### config.mk
export PLATFORM = sky130hd
export DESIGN_NAME = hal_top
export DESIGN_NICKNAME = d
export VERILOG_FILES = /design/src/verilog/hal_pkg.sv /design/src/verilog/hal_top.sv /design/src/verilog/front_panel.sv /design/src/verilog/vga_sync_out.sv /design/src/verilog/sync_polarity.sv /design/src/verilog/pll_cfg_writer.sv /design/src/verilog/cmd_decoder.sv /design/src/verilog/host_link.sv
export VERILOG_INCLUDE_DIRS = /design/src /design/src/include
export SDC_FILE = /design/constraint.sdc
export NUM_CORES = 1
export LEC_CHECK = 0
export BUFFER_PORTS_ARGS = -buffer_cell sky130_fd_sc_hd__buf_2
export CAP_MARGIN = 20
export CORE_MARGIN = 2
export CORE_UTILIZATION = 57
export DETAILED_ROUTE_END_ITERATION = 8
export GPL_TIMING_DRIVEN = 1
export PLACE_DENSITY = 0.79
export SLEW_MARGIN = 10
export SYNTH_ARGS = -nofsm -noshare
export SYNTH_HDL_FRONTEND = slang
export SYNTH_SLANG_ARGS = --single-unit
### constraint.sdc
create_clock -name FPGA_CLK2_50 -period 4.7 [get_ports FPGA_CLK2_50]
set_input_delay 0.705 -clock FPGA_CLK2_50 [delete_from_list [all_inputs] [get_ports FPGA_CLK2_50]]
set_output_delay 0.705 -clock FPGA_CLK2_50 [all_outputs]
set_load 0.02 [all_outputs]
### src/include/hal_macros.svh
/*
 * HAL constants
 * Core identification, host command codes, PLL management
 * addresses and the front panel debounce divider.
 */
`ifndef HAL_MACROS_SVH
`define HAL_MACROS_SVH

// ========================================
// Host identification
// ========================================
// Host reads this while bit 31 of its output word is low
`define HAL_CORE_MAGIC     32'h5CA6_23A4
// Optimized host I/O protocol
`define HAL_IO_VER         2'd1

// Commands opened by the first word with io_uio high
`define HAL_CMD_CFG        8'h01
`define HAL_CMD_VIDEO      8'h20

// ========================================
// PLL management port
// ========================================
`define HAL_PLL_ADDR_MODE  6'd31
`define HAL_PLL_ADDR_START 6'd2

// Front panel sample tick, in clock cycles minus one
`define HAL_DEBOUNCE_DIV   100000
`define HAL_TIMING_W       12

`endif
### src/verilog/hal_pkg.sv
/*
 * HAL shared types
 * Packed structs for the host word, core configuration, video
 * timing, PLL management writes and the front panel LEDs.
 */
`include "hal_macros.svh"

package hal_pkg;

	// Host output word after synchronization
	typedef struct packed {
		logic [1:0]  rst_code;
		logic [8:0]  spare_hi;
		logic        io_uio;
		logic        io_osd;
		logic        io_fpga;
		logic        io_clk;
		logic        spare_lo;
		logic [15:0] io_din;
	} host_word_t;

	// Config word bits 7, 6, 5 and 3
	typedef struct packed {
		logic dvi_mode;
		logic audio_96k;
		logic ypbpr_en;
		logic csync;
	} hal_cfg_t;

	typedef struct packed {
		logic [`HAL_TIMING_W-1:0] width;
		logic [`HAL_TIMING_W-1:0] hfp;
		logic [`HAL_TIMING_W-1:0] hs;
		logic [`HAL_TIMING_W-1:0] hbp;
		logic [`HAL_TIMING_W-1:0] height;
		logic [`HAL_TIMING_W-1:0] vfp;
		logic [`HAL_TIMING_W-1:0] vs;
		logic [`HAL_TIMING_W-1:0] vbp;
	} video_timing_t;

	typedef struct packed {
		logic [5:0]  address;
		logic [31:0] data;
	} pll_write_t;

	typedef struct packed {
		logic       write;
		pll_write_t word;
	} pll_mgmt_t;

	// Each bit set when that LED is lit
	typedef struct packed {
		logic power;
		logic hdd;
		logic user;
	} panel_led_t;

endpackage

### src/verilog/hal_top.sv
/*
 * HAL top level
 * Board glue between the host link, command decoder, PLL
 * configuration writer, front panel and VGA sync output.
 */
`include "hal_macros.svh"

module hal_top #(
	parameter int debounce_div = `HAL_DEBOUNCE_DIV
) (
	input  logic                   FPGA_CLK2_50,
	input  logic                   resetd,
	input  logic [31:0]            gp_out,
	output logic [31:0]            gp_in,
	input  logic                   btn_user_n,
	input  logic                   btn_osd_n,
	input  logic [1:0]             key,
	input  logic [1:0]             led_power_req,
	input  logic [1:0]             led_disk_req,
	input  logic                   led_user_req,
	output hal_pkg::panel_led_t    panel_led,
	output logic [7:0]             board_led,
	input  logic                   hs_core,
	input  logic                   vs_core,
	input  logic                   vga_en,
	output logic                   vga_hs,
	output logic                   vga_vs,
	output logic                   vga_oe,
	input  logic                   pll_waitrequest,
	output hal_pkg::pll_mgmt_t     pll_mgmt,
	output hal_pkg::hal_cfg_t      cfg,
	output hal_pkg::video_timing_t timing,
	output logic                   cfg_ready,
	output logic                   reset_req
);
	import hal_pkg::*;

	host_word_t host_word;
	pll_write_t pll_param;
	logic       io_strobe;
	logic       btn_user;
	logic       btn_osd;
	logic       cfg_got;
	logic       cfg_custom;
	logic       pll_req;
	logic       pll_ack;

	// ========================================
	// Input side
	// ========================================
	host_link host_link_i (
		.FPGA_CLK2_50 (FPGA_CLK2_50),
		.resetd       (resetd),
		.gp_out       (gp_out),
		.btn_user     (btn_user),
		.btn_osd      (btn_osd),
		.host_word    (host_word),
		.io_strobe    (io_strobe),
		.gp_in        (gp_in),
		.reset_req    (reset_req)
	);

	front_panel #(
		.debounce_div (debounce_div)
	) front_panel_i (
		.FPGA_CLK2_50  (FPGA_CLK2_50),
		.resetd        (resetd),
		.btn_user_n    (btn_user_n),
		.btn_osd_n     (btn_osd_n),
		.key           (key),
		.led_power_req (led_power_req),
		.led_disk_req  (led_disk_req),
		.led_user_req  (led_user_req),
		.host_act      (gp_out[29]),
		.btn_user      (btn_user),
		.btn_osd       (btn_osd),
		.panel_led     (panel_led),
		.board_led     (board_led)
	);

	// ========================================
	// Configuration path
	// ========================================
	cmd_decoder cmd_decoder_i (
		.FPGA_CLK2_50 (FPGA_CLK2_50),
		.resetd       (resetd),
		.host_word    (host_word),
		.io_strobe    (io_strobe),
		.cfg          (cfg),
		.timing       (timing),
		.cfg_got      (cfg_got),
		.cfg_custom   (cfg_custom),
		.pll_req      (pll_req),
		.pll_param    (pll_param),
		.pll_ack      (pll_ack)
	);

	pll_cfg_writer pll_cfg_writer_i (
		.FPGA_CLK2_50    (FPGA_CLK2_50),
		.resetd          (resetd),
		.cfg_got         (cfg_got),
		.cfg_custom      (cfg_custom),
		.pll_req         (pll_req),
		.pll_param       (pll_param),
		.pll_ack         (pll_ack),
		.pll_waitrequest (pll_waitrequest),
		.pll_mgmt        (pll_mgmt),
		.cfg_ready       (cfg_ready)
	);

	// Output side
	vga_sync_out vga_sync_out_i (
		.FPGA_CLK2_50 (FPGA_CLK2_50),
		.resetd       (resetd),
		.hs_core      (hs_core),
		.vs_core      (vs_core),
		.cfg          (cfg),
		.vga_en       (vga_en),
		.vga_hs       (vga_hs),
		.vga_vs       (vga_vs),
		.vga_oe       (vga_oe)
	);

endmodule

### src/verilog/front_panel.sv
/*
 * Front panel
 * Debounces the user and OSD buttons on a slow sample tick and
 * drives the panel and board LEDs from the core requests.
 */
`include "hal_macros.svh"

module front_panel #(
	parameter int debounce_div = `HAL_DEBOUNCE_DIV
) (
	input  logic                FPGA_CLK2_50,
	input  logic                resetd,
	input  logic                btn_user_n,
	input  logic                btn_osd_n,
	input  logic [1:0]          key,
	input  logic [1:0]          led_power_req,
	input  logic [1:0]          led_disk_req,
	input  logic                led_user_req,
	input  logic                host_act,
	output logic                btn_user,
	output logic                btn_osd,
	output hal_pkg::panel_led_t panel_led,
	output logic [7:0]          board_led
);
	localparam int div_w = $clog2(debounce_div + 2);

	logic [div_w-1:0] div_cnt;
	logic             tick;
	logic [1:0]       btn_raw;
	logic [1:0][7:0]  hist;
	logic [1:0][7:0]  hist_nxt;
	logic [1:0]       btn_q;

	// ========================================
	// Buttons
	// ========================================
	assign tick = (div_cnt == '0);

	// Index 0 user, index 1 OSD
	assign btn_raw[0] = ~(btn_user_n & key[1]);
	assign btn_raw[1] = ~(btn_osd_n & key[0]);

	always_ff @(posedge FPGA_CLK2_50) begin
		if (resetd || div_cnt == div_w'(debounce_div))
			div_cnt <= '0;
		else
			div_cnt <= div_cnt + 1'b1;
	end

	always_comb begin
		for (int i = 0; i < 2; i++)
			hist_nxt[i] = {hist[i][6:0], btn_raw[i]};
	end

	// Eight equal samples in a row change the state
	always_ff @(posedge FPGA_CLK2_50) begin
		if (resetd) begin
			hist  <= '0;
			btn_q <= '0;
		end else if (tick) begin
			hist <= hist_nxt;
			for (int i = 0; i < 2; i++) begin
				if (&hist_nxt[i])
					btn_q[i] <= 1'b1;
				else if (hist_nxt[i] == 8'd0)
					btn_q[i] <= 1'b0;
			end
		end
	end

	assign btn_user = btn_q[0];
	assign btn_osd  = btn_q[1];

	// ========================================
	// LEDs
	// ========================================
	assign panel_led.power = led_power_req[1] & ~led_power_req[0];
	// Host activity flashes the disk LED unless the core owns it
	assign panel_led.hdd   = led_disk_req[1] ? ~led_disk_req[0] :
		~(led_disk_req[0] | host_act);
	assign panel_led.user  = ~led_user_req;

	// Board LEDs light on a low level
	assign board_led = {3'b000, ~panel_led.power, 1'b0, ~panel_led.hdd, 1'b0, ~panel_led.user};

endmodule

### src/verilog/vga_sync_out.sv
/*
 * VGA sync output
 * Normalizes both core syncs to active-high pulses and drives
 * the VGA connector sync pins, separate or composite.
 */
module vga_sync_out (
	input  logic              FPGA_CLK2_50,
	input  logic              resetd,
	input  logic              hs_core,
	input  logic              vs_core,
	input  hal_pkg::hal_cfg_t cfg,
	input  logic              vga_en,
	output logic              vga_hs,
	output logic              vga_vs,
	output logic              vga_oe
);
	logic hs_pulse;
	logic vs_pulse;

	sync_polarity sync_h (
		.FPGA_CLK2_50 (FPGA_CLK2_50),
		.resetd       (resetd),
		.sync_raw     (hs_core),
		.sync_high    (hs_pulse)
	);

	sync_polarity sync_v (
		.FPGA_CLK2_50 (FPGA_CLK2_50),
		.resetd       (resetd),
		.sync_raw     (vs_core),
		.sync_high    (vs_pulse)
	);

	// Connector syncs are active low
	// Composite carries both on hsync and parks vsync high
	assign vga_hs = cfg.csync ? ~(hs_pulse ^ vs_pulse) : ~hs_pulse;
	assign vga_vs = cfg.csync ? 1'b1 : ~vs_pulse;

	// Buffer enable is active low
	assign vga_oe = ~vga_en;

endmodule

### src/verilog/sync_polarity.sv
/*
 * Sync polarity normalizer
 * Measures the high and low phases of a sync signal and inverts
 * it when the high phase is longer, so the pulse is always the
 * short phase, active high.
 */
module sync_polarity #(
	parameter int cnt_w = 20
) (
	input  logic FPGA_CLK2_50,
	input  logic resetd,
	input  logic sync_raw,
	output logic sync_high
);
	logic             s1;
	logic             s2;
	logic [cnt_w-1:0] cnt;
	logic [cnt_w-1:0] len_high;
	logic [cnt_w-1:0] len_low;
	logic             pol;

	assign sync_high = sync_raw ^ pol;

	always_ff @(posedge FPGA_CLK2_50) begin
		if (resetd) begin
			s1       <= 1'b0;
			s2       <= 1'b0;
			cnt      <= '0;
			len_high <= '0;
			len_low  <= '0;
			pol      <= 1'b0;
		end else begin
			s1 <= sync_raw;
			s2 <= s1;
			// Rising edge closes a low phase, falling edge a high one
			if (s1 && !s2)
				len_low <= cnt;
			if (!s1 && s2)
				len_high <= cnt;
			if (s1 != s2)
				cnt <= '0;
			else if (!(&cnt))
				cnt <= cnt + 1'b1;
			pol <= (len_high > len_low);
		end
	end

endmodule

### src/verilog/pll_cfg_writer.sv
/*
 * PLL configuration writer
 * Drives the PLL management write port. Runs the mode/start
 * sequence when cfg_got rises and serves custom parameter
 * requests in between. Each write waits for waitrequest to fall.
 */
`include "hal_macros.svh"

module pll_cfg_writer (
	input  logic                FPGA_CLK2_50,
	input  logic                resetd,
	input  logic                cfg_got,
	input  logic                cfg_custom,
	input  logic                pll_req,
	input  hal_pkg::pll_write_t pll_param,
	output logic                pll_ack,
	input  logic                pll_waitrequest,
	output hal_pkg::pll_mgmt_t  pll_mgmt,
	output logic                cfg_ready
);
	import hal_pkg::*;

	localparam pll_write_t mode_word  = '{address: `HAL_PLL_ADDR_MODE, data: 32'd0};
	localparam pll_write_t start_word = '{address: `HAL_PLL_ADDR_START, data: 32'd0};

	typedef enum logic [2:0] {
		st_idle,
		st_mode_wait,
		st_start_wait,
		st_cust_wait,
		st_ack
	} state_t;

	state_t state;
	logic   got_d;
	logic   got_pend;
	logic   wait_d;
	logic   wait_fall;

	assign wait_fall = wait_d & ~pll_waitrequest;

	always_ff @(posedge FPGA_CLK2_50) begin
		if (resetd) begin
			state          <= st_idle;
			got_d          <= 1'b0;
			got_pend       <= 1'b0;
			wait_d         <= 1'b0;
			pll_mgmt.write <= 1'b0;
			pll_ack        <= 1'b0;
			cfg_ready      <= 1'b0;
		end else begin
			got_d          <= cfg_got;
			wait_d         <= pll_waitrequest;
			pll_mgmt.write <= 1'b0;
			case (state)
				st_idle: begin
					if (got_pend) begin
						got_pend       <= 1'b0;
						pll_mgmt.write <= 1'b1;
						// Custom parameters keep their own mode
						if (!cfg_custom) begin
							pll_mgmt.word <= mode_word;
							state         <= st_mode_wait;
						end else begin
							pll_mgmt.word <= start_word;
							state         <= st_start_wait;
						end
					end else if (pll_req) begin
						pll_mgmt.write <= 1'b1;
						pll_mgmt.word  <= pll_param;
						state          <= st_cust_wait;
					end
				end
				st_mode_wait: begin
					if (wait_fall) begin
						pll_mgmt.write <= 1'b1;
						pll_mgmt.word  <= start_word;
						state          <= st_start_wait;
					end
				end
				st_start_wait: begin
					if (wait_fall) begin
						cfg_ready <= 1'b1;
						state     <= st_idle;
					end
				end
				st_cust_wait: begin
					if (wait_fall) begin
						pll_ack <= 1'b1;
						state   <= st_ack;
					end
				end
				st_ack: begin
					if (!pll_req) begin
						pll_ack <= 1'b0;
						state   <= st_idle;
					end
				end
				default: state <= st_idle;
			endcase
			// A rise during a busy write waits its turn
			if (cfg_got && !got_d)
				got_pend <= 1'b1;
		end
	end

endmodule

### src/verilog/cmd_decoder.sv
/*
 * Host command decoder
 * Opens a command on the first strobe with io_uio high, then
 * loads the config word, the video timing set and custom PLL
 * parameter triplets. Each triplet goes to the PLL writer
 * through a four-phase req/ack.
 */
`include "hal_macros.svh"

module cmd_decoder (
	input  logic                   FPGA_CLK2_50,
	input  logic                   resetd,
	input  hal_pkg::host_word_t    host_word,
	input  logic                   io_strobe,
	output hal_pkg::hal_cfg_t      cfg,
	output hal_pkg::video_timing_t timing,
	output logic                   cfg_got,
	output logic                   cfg_custom,
	output logic                   pll_req,
	output hal_pkg::pll_write_t    pll_param,
	input  logic                   pll_ack
);
	import hal_pkg::*;

	// 1280x720@60 CEA
	localparam video_timing_t timing_default = '{
		width:  12'd1280, hfp: 12'd110, hs: 12'd40, hbp: 12'd220,
		height: 12'd720,  vfp: 12'd5,   vs: 12'd5,  vbp: 12'd20
	};

	logic                     has_cmd;
	logic [7:0]               cmd;
	logic [3:0]               word_cnt;
	logic [1:0]               role;
	logic [5:0]               param_addr;
	logic [15:0]              data_lo;
	logic [`HAL_TIMING_W-1:0] din_t;

	assign din_t = host_word.io_din[`HAL_TIMING_W-1:0];

	always_ff @(posedge FPGA_CLK2_50) begin
		if (resetd) begin
			has_cmd    <= 1'b0;
			cmd        <= 8'd0;
			word_cnt   <= 4'd0;
			role       <= 2'd0;
			cfg        <= '0;
			timing     <= timing_default;
			cfg_got    <= 1'b0;
			cfg_custom <= 1'b0;
			pll_req    <= 1'b0;
		end else begin
			// Writer has the triplet
			if (pll_req && pll_ack)
				pll_req <= 1'b0;

			if (!host_word.io_uio) begin
				has_cmd <= 1'b0;
			end else if (io_strobe) begin
				if (!has_cmd) begin
					has_cmd  <= 1'b1;
					cmd      <= host_word.io_din[7:0];
					word_cnt <= 4'd0;
					role     <= 2'd0;
				end else if (cmd == `HAL_CMD_CFG) begin
					cfg.dvi_mode  <= host_word.io_din[7];
					cfg.audio_96k <= host_word.io_din[6];
					cfg.ypbpr_en  <= host_word.io_din[5];
					cfg.csync     <= host_word.io_din[3];
					cfg_got       <= 1'b1;
				end else if (cmd == `HAL_CMD_VIDEO) begin
					// New video setup, mode sequence reruns on next config
					cfg_got <= 1'b0;
					if (word_cnt < 4'd8) begin
						word_cnt <= word_cnt + 4'd1;
						case (word_cnt[2:0])
							3'd0: timing.width  <= din_t;
							3'd1: timing.hfp    <= din_t;
							3'd2: timing.hs     <= din_t;
							3'd3: timing.hbp    <= din_t;
							3'd4: timing.height <= din_t;
							3'd5: timing.vfp    <= din_t;
							3'd6: timing.vs     <= din_t;
							default: timing.vbp <= din_t;
						endcase
					end else begin
						// Triplets: address, data low, data high
						case (role)
							2'd0: begin
								param_addr <= host_word.io_din[5:0];
								role       <= 2'd1;
							end
							2'd1: begin
								data_lo <= host_word.io_din;
								role    <= 2'd2;
							end
							default: begin
								pll_param.address <= param_addr;
								pll_param.data    <= {host_word.io_din, data_lo};
								cfg_custom        <= 1'b1;
								pll_req           <= 1'b1;
								role              <= 2'd0;
							end
						endcase
					end
				end
			end
		end
	end

endmodule

### src/verilog/host_link.sv
/*
 * Host link
 * Synchronizes the host output word, runs the four-phase strobe
 * acknowledge and builds the status word read back by the host.
 * Also latches the reset request coded on host bits 31:30.
 */
`include "hal_macros.svh"

module host_link (
	input  logic                FPGA_CLK2_50,
	input  logic                resetd,
	input  logic [31:0]         gp_out,
	input  logic                btn_user,
	input  logic                btn_osd,
	output hal_pkg::host_word_t host_word,
	output logic                io_strobe,
	output logic [31:0]         gp_in,
	output logic                reset_req
);
	import hal_pkg::*;

	host_word_t gp_outd;
	logic       rack;
	logic       io_ack;
	logic [1:0] rst_prev;

	// One-cycle pulse on the rising strobe
	assign io_strobe = host_word.io_clk & ~rack;

	// Magic until the host sets bit 31
	assign gp_in = gp_out[31] ?
		{1'b0, btn_user, btn_osd, 10'd0, `HAL_IO_VER, io_ack, 16'd0} : `HAL_CORE_MAGIC;

	always_ff @(posedge FPGA_CLK2_50) begin
		if (resetd) begin
			gp_outd   <= '0;
			host_word <= '0;
			rack      <= 1'b0;
			io_ack    <= 1'b0;
		end else begin
			gp_outd   <= gp_out;
			host_word <= gp_outd;
			// Ack trails io_clk by two flops
			rack      <= host_word.io_clk;
			io_ack    <= rack;
		end
	end

	// Code 1 sets, code 2 right after code 0 clears
	always_ff @(posedge FPGA_CLK2_50) begin
		if (resetd) begin
			rst_prev  <= 2'd0;
			reset_req <= 1'b0;
		end else begin
			rst_prev <= host_word.rst_code;
			if (host_word.rst_code == 2'd1)
				reset_req <= 1'b1;
			else if (host_word.rst_code == 2'd2 && rst_prev == 2'd0)
				reset_req <= 1'b0;
		end
	end

endmodule

==> flow_metrics.tcl, run 1 <==
set metrics [dict create \
    status "completed" \
    ctsHoldBuffers 0 \
    synth_cells 1606 \
    async_flop_share_pct 0 \
    fillers 2190 \
    finalSetupViolations 0 \
    r2r-start "cmd_decoder_i.cmd[3]" \
    powerDensity_nw_per_um2 394 \
    cp-end-kind "flip-flop" \
    synthXorXnorAreaFrac_pct 2.19 \
    ys_types 54 \
    dp_hpwl_mm 22.6 \
    finalMaxSlewViolations 0 \
    wl_per_cell_um 15.9 \
    wl_met1_mm 14.8 \
    synth-seq-area-share_pct 56.9 \
    vdd_drop_max_v 0.000361 \
    clock-sinks 429 \
    drc_errors 0 \
    cp_data_required_time_ns 5.08 \
    gr-total-overflow 0 \
    synthAdderAreaFrac_pct 3.94 \
    die_h_um 176 \
    synth_ff_type "dfxtp_1" \
    start_util_pct 58.3 \
    dp_cells 2102 \
    final_antenna_net_count 0 \
    min_from "gp_out[13]" \
    antenna_found_initial 0 \
    grt_max_degree 93 \
    cts_tree "yes" \
    cts_root_buf "clkbuf_16" \
    hold_path.class "in -> reg" \
    cts-buffers-inserted 42 \
    die-area_um2 30900 \
    via_count 11644 \
    rr_endpoint "cmd_decoder_i.timing[47]" \
    grt_util_all_layers_pct 22.2 \
    max_freq_mhz 344 \
    synth_top_family_by_area "simple AND/OR/NAND/NOR gates" \
    period_needed_ns 2.91 \
    finalWirelength_mm 34.6 \
    drt_first_pass_iters 5 \
    io_pins 234 \
    hold_path_depth 2 \
    fin_nets 1863 \
    ctsResizeCount 0 \
    cts_setup_buffers 0 \
    startpoint_type "flip-flop" \
    area_growth_pct 15.3 \
    gp_congestion 0.799 \
    dr_wl_met2_mm 17.3 \
    grt_pass1_wl_mm 56.1 \
    worstRegToRegCells 5 \
    maxSlewHeadroom_pct 38.8 \
    worstMarginPinSlew_ns 0.916 \
    numPortBuffers 200 \
    layout-drive-gt1-share_pct 16.3 \
    skew_ns 0.0138 \
    stdcell_count 2180 \
    grt_pass1_vias 11240 \
    hold_violations 0 \
    final_area_um2 19400 \
    clock_path_buffers 3 \
    min_to "host_link_i.gp_outd[13]" \
    tns_ns 0 \
    crit_type "reg -> reg" \
    rows 62 \
    synth-edff-count 98 \
    clkLatencyLatePin_ns 0.53 \
    top_layer_used "met4" \
    synth_simple_gate_area_share_pct 16.7 \
    path_max_fanout 12 \
    dieWidth_um 176 \
    cp.arrival_ns 3.29 \
    yosys_warnings 0 \
    r2r_slack_ns 1.79 \
    viasPerCell 5.34 \
    period_share_pct 61.9 \
    drt-initial-drc-count 710 \
    synth_mux_area_share_pct 10.2 \
    clk_pin_slew_worst_paths_ns 0.06 \
    htree_levels 2 \
    p_leak_nw 8.18 \
    dpl_cell_area_um2 17900 \
    ys_seq_elements 429 \
    synth_compound_area_share_pct 5.10 \
    cap_violations 0 \
    diodes 0 \
    core_area_um2 28900 \
    syn_area_per_cell_um2 10.5 \
    syn_area_um2 16800 \
    wl_met3_mm 1.74 \
    rsz0062_at_grt "false" \
]
worst max path at each step:
stage / cells after the start / endpoint / start
2_1_floorplan: 4 / pll_cfg_writer_i.pll_mgmt[0] / resetd
3_3_place_gp: 5 / cmd_decoder_i.pll_param[31] / resetd
3_5_place_dp: 5 / cmd_decoder_i.pll_param[31] / resetd
4_1_cts: 5 / cmd_decoder_i.pll_param[28] / cmd_decoder_i.cmd[3]
5_1_grt: 5 / cmd_decoder_i.pll_param[28] / cmd_decoder_i.cmd[3]
6_report: 5 / cmd_decoder_i.timing[47] / cmd_decoder_i.cmd[3]
per-stage QoR:
stage | setup WS (ns) | power [mW] | hold slack (ns) | utilization, %
finish | 1.79 | 7.65 | 0.381 | 67.2
global route | 1.60 | 7.92 | 0.372 | 67.2
CTS | 1.78 | 7.71 | 0.367 | 67.1
detailed placement | 1.78 | 4.27 | 0.405 | 62.1
global placement | 1.78 | 4.26 | 0.401 | 62.1
floorplan | 1.11 | 4.19 | 0.400 | -
registers in the layout, summed over array words and instances (netlist names), 3 cells and up:
signal	count
cmd_decoder_i.cfg	4
cmd_decoder_i.cmd	8
cmd_decoder_i.data_lo	16
cmd_decoder_i.param_addr	6
cmd_decoder_i.pll_param	38
cmd_decoder_i.timing	96
cmd_decoder_i.word_cnt	4
front_panel_i.div_cnt	17
front_panel_i.hist	14
host_link_i.gp_outd	20
host_link_i.host_word	20
pll_cfg_writer_i.pll_mgmt	39
pll_cfg_writer_i.state	3
vga_sync_out_i.sync_h.cnt	20
vga_sync_out_i.sync_h.len_high	20
vga_sync_out_i.sync_h.len_low	20
vga_sync_out_i.sync_v.cnt	20
vga_sync_out_i.sync_v.len_high	20
vga_sync_out_i.sync_v.len_low	20
worst max-delay path: stages (launching register included):
cell and delay (ns):
dfxtp_1 0.31, or4_1 0.68, nor4_4 0.50, nand3_1 0.78
mux2i_1 0.41, nor2_1 0.07
metal layers:
metal	track usage [%]	vias to the layer above
li1	-	5726
met1	28.3	5550
met2	39.3	313
met3	3.42	55
met4	6.20	0
met5	0	-
area by class of cell:
| class | count | area (um^2) | share of cell area [%] |
|---|---|---|---|
| clock buffers | 58 | 1180 | 6.10 |
| clock inverters | 19 | 264 | 1.36 |
| flip-flops and latches | 429 | 9570 | 49.3 |
| multi-input cells | 1011 | 6520 | 33.6 |
| inverters | 65 | 244 | 1.26 |
| repair buffers | 214 | 1130 | 5.85 |
| well taps | 384 | 480 | 2.48 |
cells by family after synthesis:
kind of cell             after synthesis
multiplexers                         171
AO/OA/AOI/OAI                        139
other                                  2
XOR/XNOR                              42
AND/OR/NAND/NOR                      584
buffers and inverters                186
flip-flops                           429
adder cells (fa/ha/maj)               53
power breakdown:
| group | total (mW) | internal [mW] | switching, mW |
|---|---|---|---|
| Combinational | 0.328 | 0.122 | 0.206 |
| Clock | 3.46 | 2.10 | 1.36 |
| Sequential | 3.86 | 3.80 | 0.0572 |
| Total | 7.65 | 6.03 | 1.62 |
layout by cell type, fill, tap and decap left out, types with 3 or more instances in the layout:
| cell type | Yosys | routed |
|---|---|---|
| dfxtp_1 | 331 | 331 |
| nor2_1 | 232 | 232 |
| buf_2 | 8 | 199 |
| mux2i_1 | 171 | 171 |
| nand2_1 | 101 | 101 |
| edfxtp_1 | 98 | 98 |
| a21oi_1 | 67 | 66 |
| inv_1 | 65 | 65 |
| nand3_1 | 58 | 58 |
| nor2b_1 | 56 | 56 |
| ha_1 | 53 | 53 |
| clkbuf_16 | 0 | 43 |
| and2_1 | 42 | 42 |
| xor2_1 | 26 | 26 |
| nand4_1 | 24 | 24 |
| conb_1 | 2 | 22 |
| xnor2_1 | 16 | 16 |
| o21ai_0 | 13 | 13 |
| buf_4 | 34 | 13 |
| and3_1 | 11 | 11 |
| nor3_1 | 11 | 10 |
| nor4_1 | 11 | 10 |
| a31oi_1 | 10 | 10 |
| clkbuf_1 | 79 | 10 |
| and4_1 | 9 | 9 |
| clkinv_2 | 0 | 8 |
| a21o_1 | 7 | 7 |
| a211oi_1 | 7 | 7 |
| o211ai_1 | 6 | 6 |
| clkbuf_8 | 0 | 6 |
| bufinv_16 | 0 | 6 |
| or3_1 | 5 | 5 |
| o31ai_1 | 5 | 5 |
| nand2b_1 | 4 | 4 |
| or4_1 | 4 | 4 |
| a311oi_1 | 4 | 4 |
| o2111ai_1 | 4 | 4 |
| a21boi_0 | 4 | 4 |
| or2_2 | 3 | 3 |
synthesized netlist by cell type (34+ instances only):
cell type	n	area (um^2)
nand2_1	101	379
nor2b_1	56	350
mux2i_1	171	1710
inv_1	65	244
a21oi_1	67	335
clkbuf_1	79	297
buf_4	34	255
ha_1	53	663
nor2_1	232	871
nand3_1	58	290
edfxtp_1	98	2940
dfxtp_1	331	6630
and2_1	42	263
No activity file was read; power rests on OpenSTA's default activity.
==> inputs of run 2 (changes only) <==
Settings changed: CORE_UTILIZATION 57 to 52, PLACE_DENSITY 0.79 to 0.76.
Clock period 4.7 ns to 2.63 ns, I/O delays scaled along.
==> flow_metrics.tcl, run 2 (synthesis gave the netlist of run 1 again) <==
set metrics [dict create \
    worstRegToRegCells 5 \
    r2r_slack_ns 0.31 \
    status "completed" \
    fillers 2555 \
    drt-initial-drc-count 749 \
    hold_path.class "in -> reg" \
    clkLatencyLatePin_ns 0.54 \
    cp_cell_sequence "or4_1 -> or3_1 -> nor3b_2 -> mux2i_1 -> nor2_1" \
    pre_cts_ws_ns 0.325 \
    final_cell_mix "dfxtp_1, nor2_1, buf_2" \
    mostFrequentLayoutCell "dfxtp_1" \
    multi_input_area_um2 6520 \
    final_util_pct 61.8 \
    largest_reg_flops 96 \
    min_from "gp_out[4]" \
    cts_root_buf "clkbuf_16" \
    powerDensity_nw_per_um2 707 \
    drc_errors 0 \
    layout-drive-gt1-share_pct 17.3 \
    skew_ns 0.00955 \
    core_area_um2 31700 \
    finalMaxSlewViolations 0 \
    cap_violations 0 \
    grt_pass1_wl_mm 57.9 \
    dp_hpwl_mm 23.5 \
    clk_pin_slew_worst_paths_ns 0.06 \
    seqCellArea_um2 9570 \
    grt_util_all_layers_pct 21.0 \
    slowest_stage "or4_1" \
    final_antenna_net_count 0 \
    p_leak_nw 8.26 \
    finalWirelength_mm 35.5 \
    wl_per_cell_um 16.0 \
    ctsHoldBuffers 0 \
    cts-buffers-inserted 44 \
    via_count 11730 \
    grt_pass1_vias 11445 \
    period_share_pct 88.4 \
    worstMarginPinSlew_ns 0.975 \
    clock_path_buffers 3 \
    rsz0062_at_grt "false" \
    viasPerCell 5.30 \
    cp-end-kind "flip-flop" \
    setup_slack_ns 0.305 \
    ctsResizeCount 0 \
    stdcell_count 2215 \
    period_needed_ns 2.32 \
    clock-sinks 429 \
    cp.arrival_ns 2.72 \
    fin_nets 1878 \
    path_max_fanout 6 \
    gr-total-overflow 0 \
    hold_path_depth 2 \
    diodes 0 \
    area_growth_pct 16.4 \
    dieWidth_um 184 \
    cpPeakStageDelay_ns 0.66 \
    gp_congestion 0.862 \
    finalSetupViolations 0 \
    crit_type "reg -> reg" \
    tns_ns 0 \
    die_h_um 184 \
    vdd_drop_max_v 0.000491 \
    io_pins 234 \
    largestRegisters "cmd_decoder_i.timing: 96 flops, pll_cfg_writer_i.pll_mgmt: 39 flops, cmd_decoder_i.pll_param: 38 flops" \
    drt_first_pass_iters 5 \
    hold_violations 0 \
    max_freq_mhz 430 \
    cp_data_required_time_ns 3.03 \
    min_to "host_link_i.gp_outd[4]" \
    startpoint_type "flip-flop" \
    antenna_found_initial 0 \
    cts_setup_buffers 0 \
    grt_max_degree 124 \
    htree_levels 2 \
    numPortBuffers 200 \
    rows 65 \
    start_util_pct 53.0 \
    regMostFlops "cmd_decoder_i.timing" \
    die-area_um2 33800 \
    r2r-start "cmd_decoder_i.cmd[3]" \
    maxSlewHeadroom_pct 34.9 \
    rr_endpoint "cmd_decoder_i.cfg[2]" \
    dp_cells 2134 \
    cts_tree "yes" \
]
[run 2: cell types whose count changed in the layout (fill, tap and decap cells not counted), sizes merged]
cell / delta
buf: +13
bufinv: -1
clkinv: +3
clkinvlp: +2
[run 2: layout make-up]
class,count,area share (%)
Sequential cell,429,48.8
Tap cell,402,2.57
Clock inverter,23,1.45
Clock buffer,58,6.19
Multi-Input combinational cell,1011,33.3
Timing Repair Buffer,227,6.38
Inverter,65,1.26
[run 2: metrics by stage]
stage / power (mW) / hold slack [ns] / cell area (um^2)
2_1_floorplan: 7.49 / 0.400 / 16900
3_3_place_gp: 7.62 / 0.401 / 18100
3_5_place_dp: 7.64 / 0.405 / 18100
4_1_cts: 14.0 / 0.0383 / 19600
5_1_grt: 14.3 / 0.0514 / 19600
6_report: 13.9 / 0.0568 / 19600
[run 2: metal layers]
| metal | routed length, um | part of all wire (%) | vias to the layer above | track usage (%) |
|---|---|---|---|---|
| met2 | 17000 | 48 | 340 | 36.3 |
| met4 | 955 | 2.7 | 0 | 6.72 |
| li1 | - | - | 5765 | - |
| met1 | 15700 | 44 | 5559 | 27.1 |
| met5 | 0 | 0 | - | 0 |
| met3 | 1870 | 5.3 | 66 | 3.31 |
[run 2: worst max-delay path by stage]
stage	from	endpoint	slack [ns]	depth (start not counted)
floorplan	cmd_decoder_i.cmd[3]	cmd_decoder_i.data_lo[0]	0.04	5
global placement	cmd_decoder_i.cmd[3]	cmd_decoder_i.pll_param[30]	0.35	5
detailed placement	cmd_decoder_i.cmd[3]	cmd_decoder_i.cfg[2]	0.33	5
CTS	cmd_decoder_i.cmd[3]	cmd_decoder_i.cfg[2]	0.31	5
global route	cmd_decoder_i.cmd[3]	cmd_decoder_i.cfg[3]	0.18	5
finish	cmd_decoder_i.cmd[3]	cmd_decoder_i.cfg[2]	0.31	5
[run 2: worst max-delay path: cells and delay by family (launching register included)]
kind	cells	cell delay (ns)
and+or+nand+nor	4	1.62
DFF	1	0.30
muxes	1	0.25
[run 2: power by group]
group	total, mW	internal (mW)	switching [mW]
clock	6.36	3.78	2.58
sequential	6.90	6.80	0.106
combinational	0.589	0.218	0.372
total	13.9	10.8	3.06
==> inputs of run 3 (changes only) <==
Settings changed: ABC_AREA set to 1.
==> flow_metrics.tcl, run 3 <==
set metrics [dict create \
    final_cell_mix "nand2_1, nor2_1, dfxtp_1" \
    status "completed" \
    synth-edff-count 98 \
    hold_violations 0 \
    dp_hpwl_mm 26.7 \
    synthXorXnorAreaFrac_pct 0.837 \
    synth-seq-area-share_pct 53.8 \
    async_flop_share_pct 0 \
    hold_path.class "in -> reg" \
    worstMarginPinSlew_ns 0.742 \
    synth_top_family_by_area "simple AND/OR/NAND/NOR gates" \
    yosys_warnings 0 \
    synth_cells 2187 \
    yosysMostFrequentCell "nand2_1" \
    layout-drive-gt1-share_pct 13.7 \
    cap_violations 0 \
    clock-sinks 429 \
    synth_mux_area_share_pct 0 \
    r2r_slack_ns 0.48 \
    ys_top_cells_by_count "nand2_1, nor2_1, dfxtp_1" \
    rows 67 \
    rsz0062_at_grt "false" \
    dieWidth_um 189 \
    antenna_found_initial 0 \
    fillers 2871 \
    seqCellArea_um2 9570 \
    period_needed_ns 2.15 \
    ys_seq_elements 429 \
    gp_congestion 0.906 \
    grt_util_all_layers_pct 21.5 \
    cts_tree "yes" \
    finalSetupViolations 0 \
    start_util_pct 52.9 \
    cts-buffers-inserted 44 \
    die_h_um 189 \
    finalMaxSlewViolations 0 \
    multi_input_area_um2 6700 \
    diodes 0 \
    htree_levels 2 \
    via_count 14306 \
    tns_ns 0 \
    syn_area_um2 17800 \
    synth_top_area_share_pct 37.2 \
    ctsResizeCount 0 \
    grt_pass1_vias 13285 \
    mostFrequentLayoutCell "nand2_1" \
    fin_hold_ws_ns 0.0481 \
    largestRegisters "cmd_decoder_i.timing: 96 flops, pll_cfg_writer_i.pll_mgmt: 39 flops, cmd_decoder_i.pll_param: 38 flops" \
    synth.area.top_cells "dfxtp_1, edfxtp_1, nand2_1" \
    clk_pin_slew_worst_paths_ns 0.06 \
    largest_reg_flops 96 \
    grt_max_degree 76 \
    maxSlewHeadroom_pct 50.5 \
    ys_types 44 \
    numPortBuffers 200 \
    worst-path-buf-inv 0 \
    cts_setup_buffers 0 \
    synthAdderAreaFrac_pct 3.73 \
    cts_root_buf "clkbuf_16" \
    synth_simple_gate_area_share_pct 23.8 \
    clock_path_buffers 3 \
    cp-end-kind "flip-flop" \
    slowest_stage "nor2_2" \
    crit_type "reg -> reg" \
    skew_ns 0.0152 \
    area_growth_pct 14.6 \
    io_pins 234 \
    fin_nets 2460 \
    viasPerCell 5.03 \
    startpoint_type "flip-flop" \
    finalWirelength_mm 38.8 \
    synth_ff_type "dfxtp_1" \
    drt_first_pass_iters 5 \
    gr-total-overflow 0 \
    final_antenna_net_count 0 \
    wl_met3_mm 2.01 \
    wl_met1_mm 17.0 \
    critical-path-top-delay-family "simple AND/OR/NAND/NOR gates" \
    clkLatencyLatePin_ns 0.55 \
    vdd_drop_max_v 0.000502 \
    drc_errors 0 \
    period_share_pct 81.7 \
    drt-initial-drc-count 1026 \
    powerDensity_nw_per_um2 719 \
    ctsHoldBuffers 0 \
    max_freq_mhz 466 \
    p_leak_nw 8.70 \
    cp_cell_sequence "nor2_4 -> nand2_1 -> nor2_8 -> nand3_1 -> nor2_2 -> nand2_1 -> nand2_1 -> nor2_1" \
    dr_wl_met2_mm 18.9 \
    syn_area_per_cell_um2 8.13 \
    cpPeakStageDelay_ns 0.62 \
    core_area_um2 33600 \
    grt_pass1_wl_mm 63.7 \
    wl_per_cell_um 13.6 \
    cp_data_required_time_ns 3.07 \
    die-area_um2 35700 \
    cp.arrival_ns 2.59 \
    synth_compound_area_share_pct 8.86 \
    regMostFlops "cmd_decoder_i.timing" \
    yosysTopAreaCell "dfxtp_1" \
    top_layer_used "met4" \
    path_max_fanout 20 \
    worst_path_most_repeated_cell "nand2_1" \
]
[run 3: power breakdown]
group / switching, mW / internal [mW] / total [mW]
Combinational: 0.985 / 0.442 / 1.43
Clock: 2.55 / 3.48 / 6.04
Sequential: 0.148 / 7.04 / 7.19
[run 3: worst register-to-register path, stage by stage, from the launching register on]
cell	delay (ns)
dfxtp_1	0.33
nor2_4	0.20
nand2_1	0.18
nor2_8	0.21
nand3_1	0.20
nor2_2	0.62
nand2_1	0.15
nand2_1	0.12
nor2_1	0.04
[run 3: per-stage QoR]
step | area, um^2 | setup WS, ns | util (%) | std cells | total power, mW
global placement | 19000 | 0.570 | 56.4 | 2762 | 8.72
finish | 20400 | 0.482 | 60.6 | 2844 | 14.7
global route | 20400 | 0.232 | 60.6 | 2844 | 15.2
CTS | 20400 | 0.480 | 60.6 | 2844 | 14.8
floorplan | 17900 | 0.0451 | - | 2207 | 8.33
detailed placement | 19000 | 0.541 | 56.4 | 2762 | 8.76
[run 3: path summary, 6_finish.rpt]
| path | startpoint | to | depth (start not counted) |
|---|---|---|---|
| worst max-delay path | host_link_i.rack | cmd_decoder_i.timing[41] | 8 |
| worst min-delay path | gp_out[10] | host_link_i.gp_outd[10] | 3 |
| worst max register to register | host_link_i.rack | cmd_decoder_i.timing[41] | 8 |
| worst min register to register | host_link_i.gp_outd[7] | host_link_i.host_word[7] | 2 |
[run 3: layout make-up]
type	instances	share of cell area, %
sequential	429	46.9
tap	448	2.75
clock buffer	62	6.22
inverter	244	4.50
timing repair buffer	224	5.92
clock inverter	20	0.792
multi-input combinational	1417	32.9
[run 3: cells by family after synthesis]
kind of cell	count (synthesis)
AND/OR/NAND/NOR	1018
flip-flops	429
buffers and inverters	361
AO/OA/AOI/OAI	307
adder cells (fa/ha/maj)	53
XOR/XNOR	17
other	2
[run 3: layer usage]
metal | up-vias | track usage [%]
li1 | 7277 | -
met1 | 6589 | 27.8
met2 | 374 | 37.5
met3 | 66 | 3.02
met4 | 0 | 6.22
met5 | - | 0
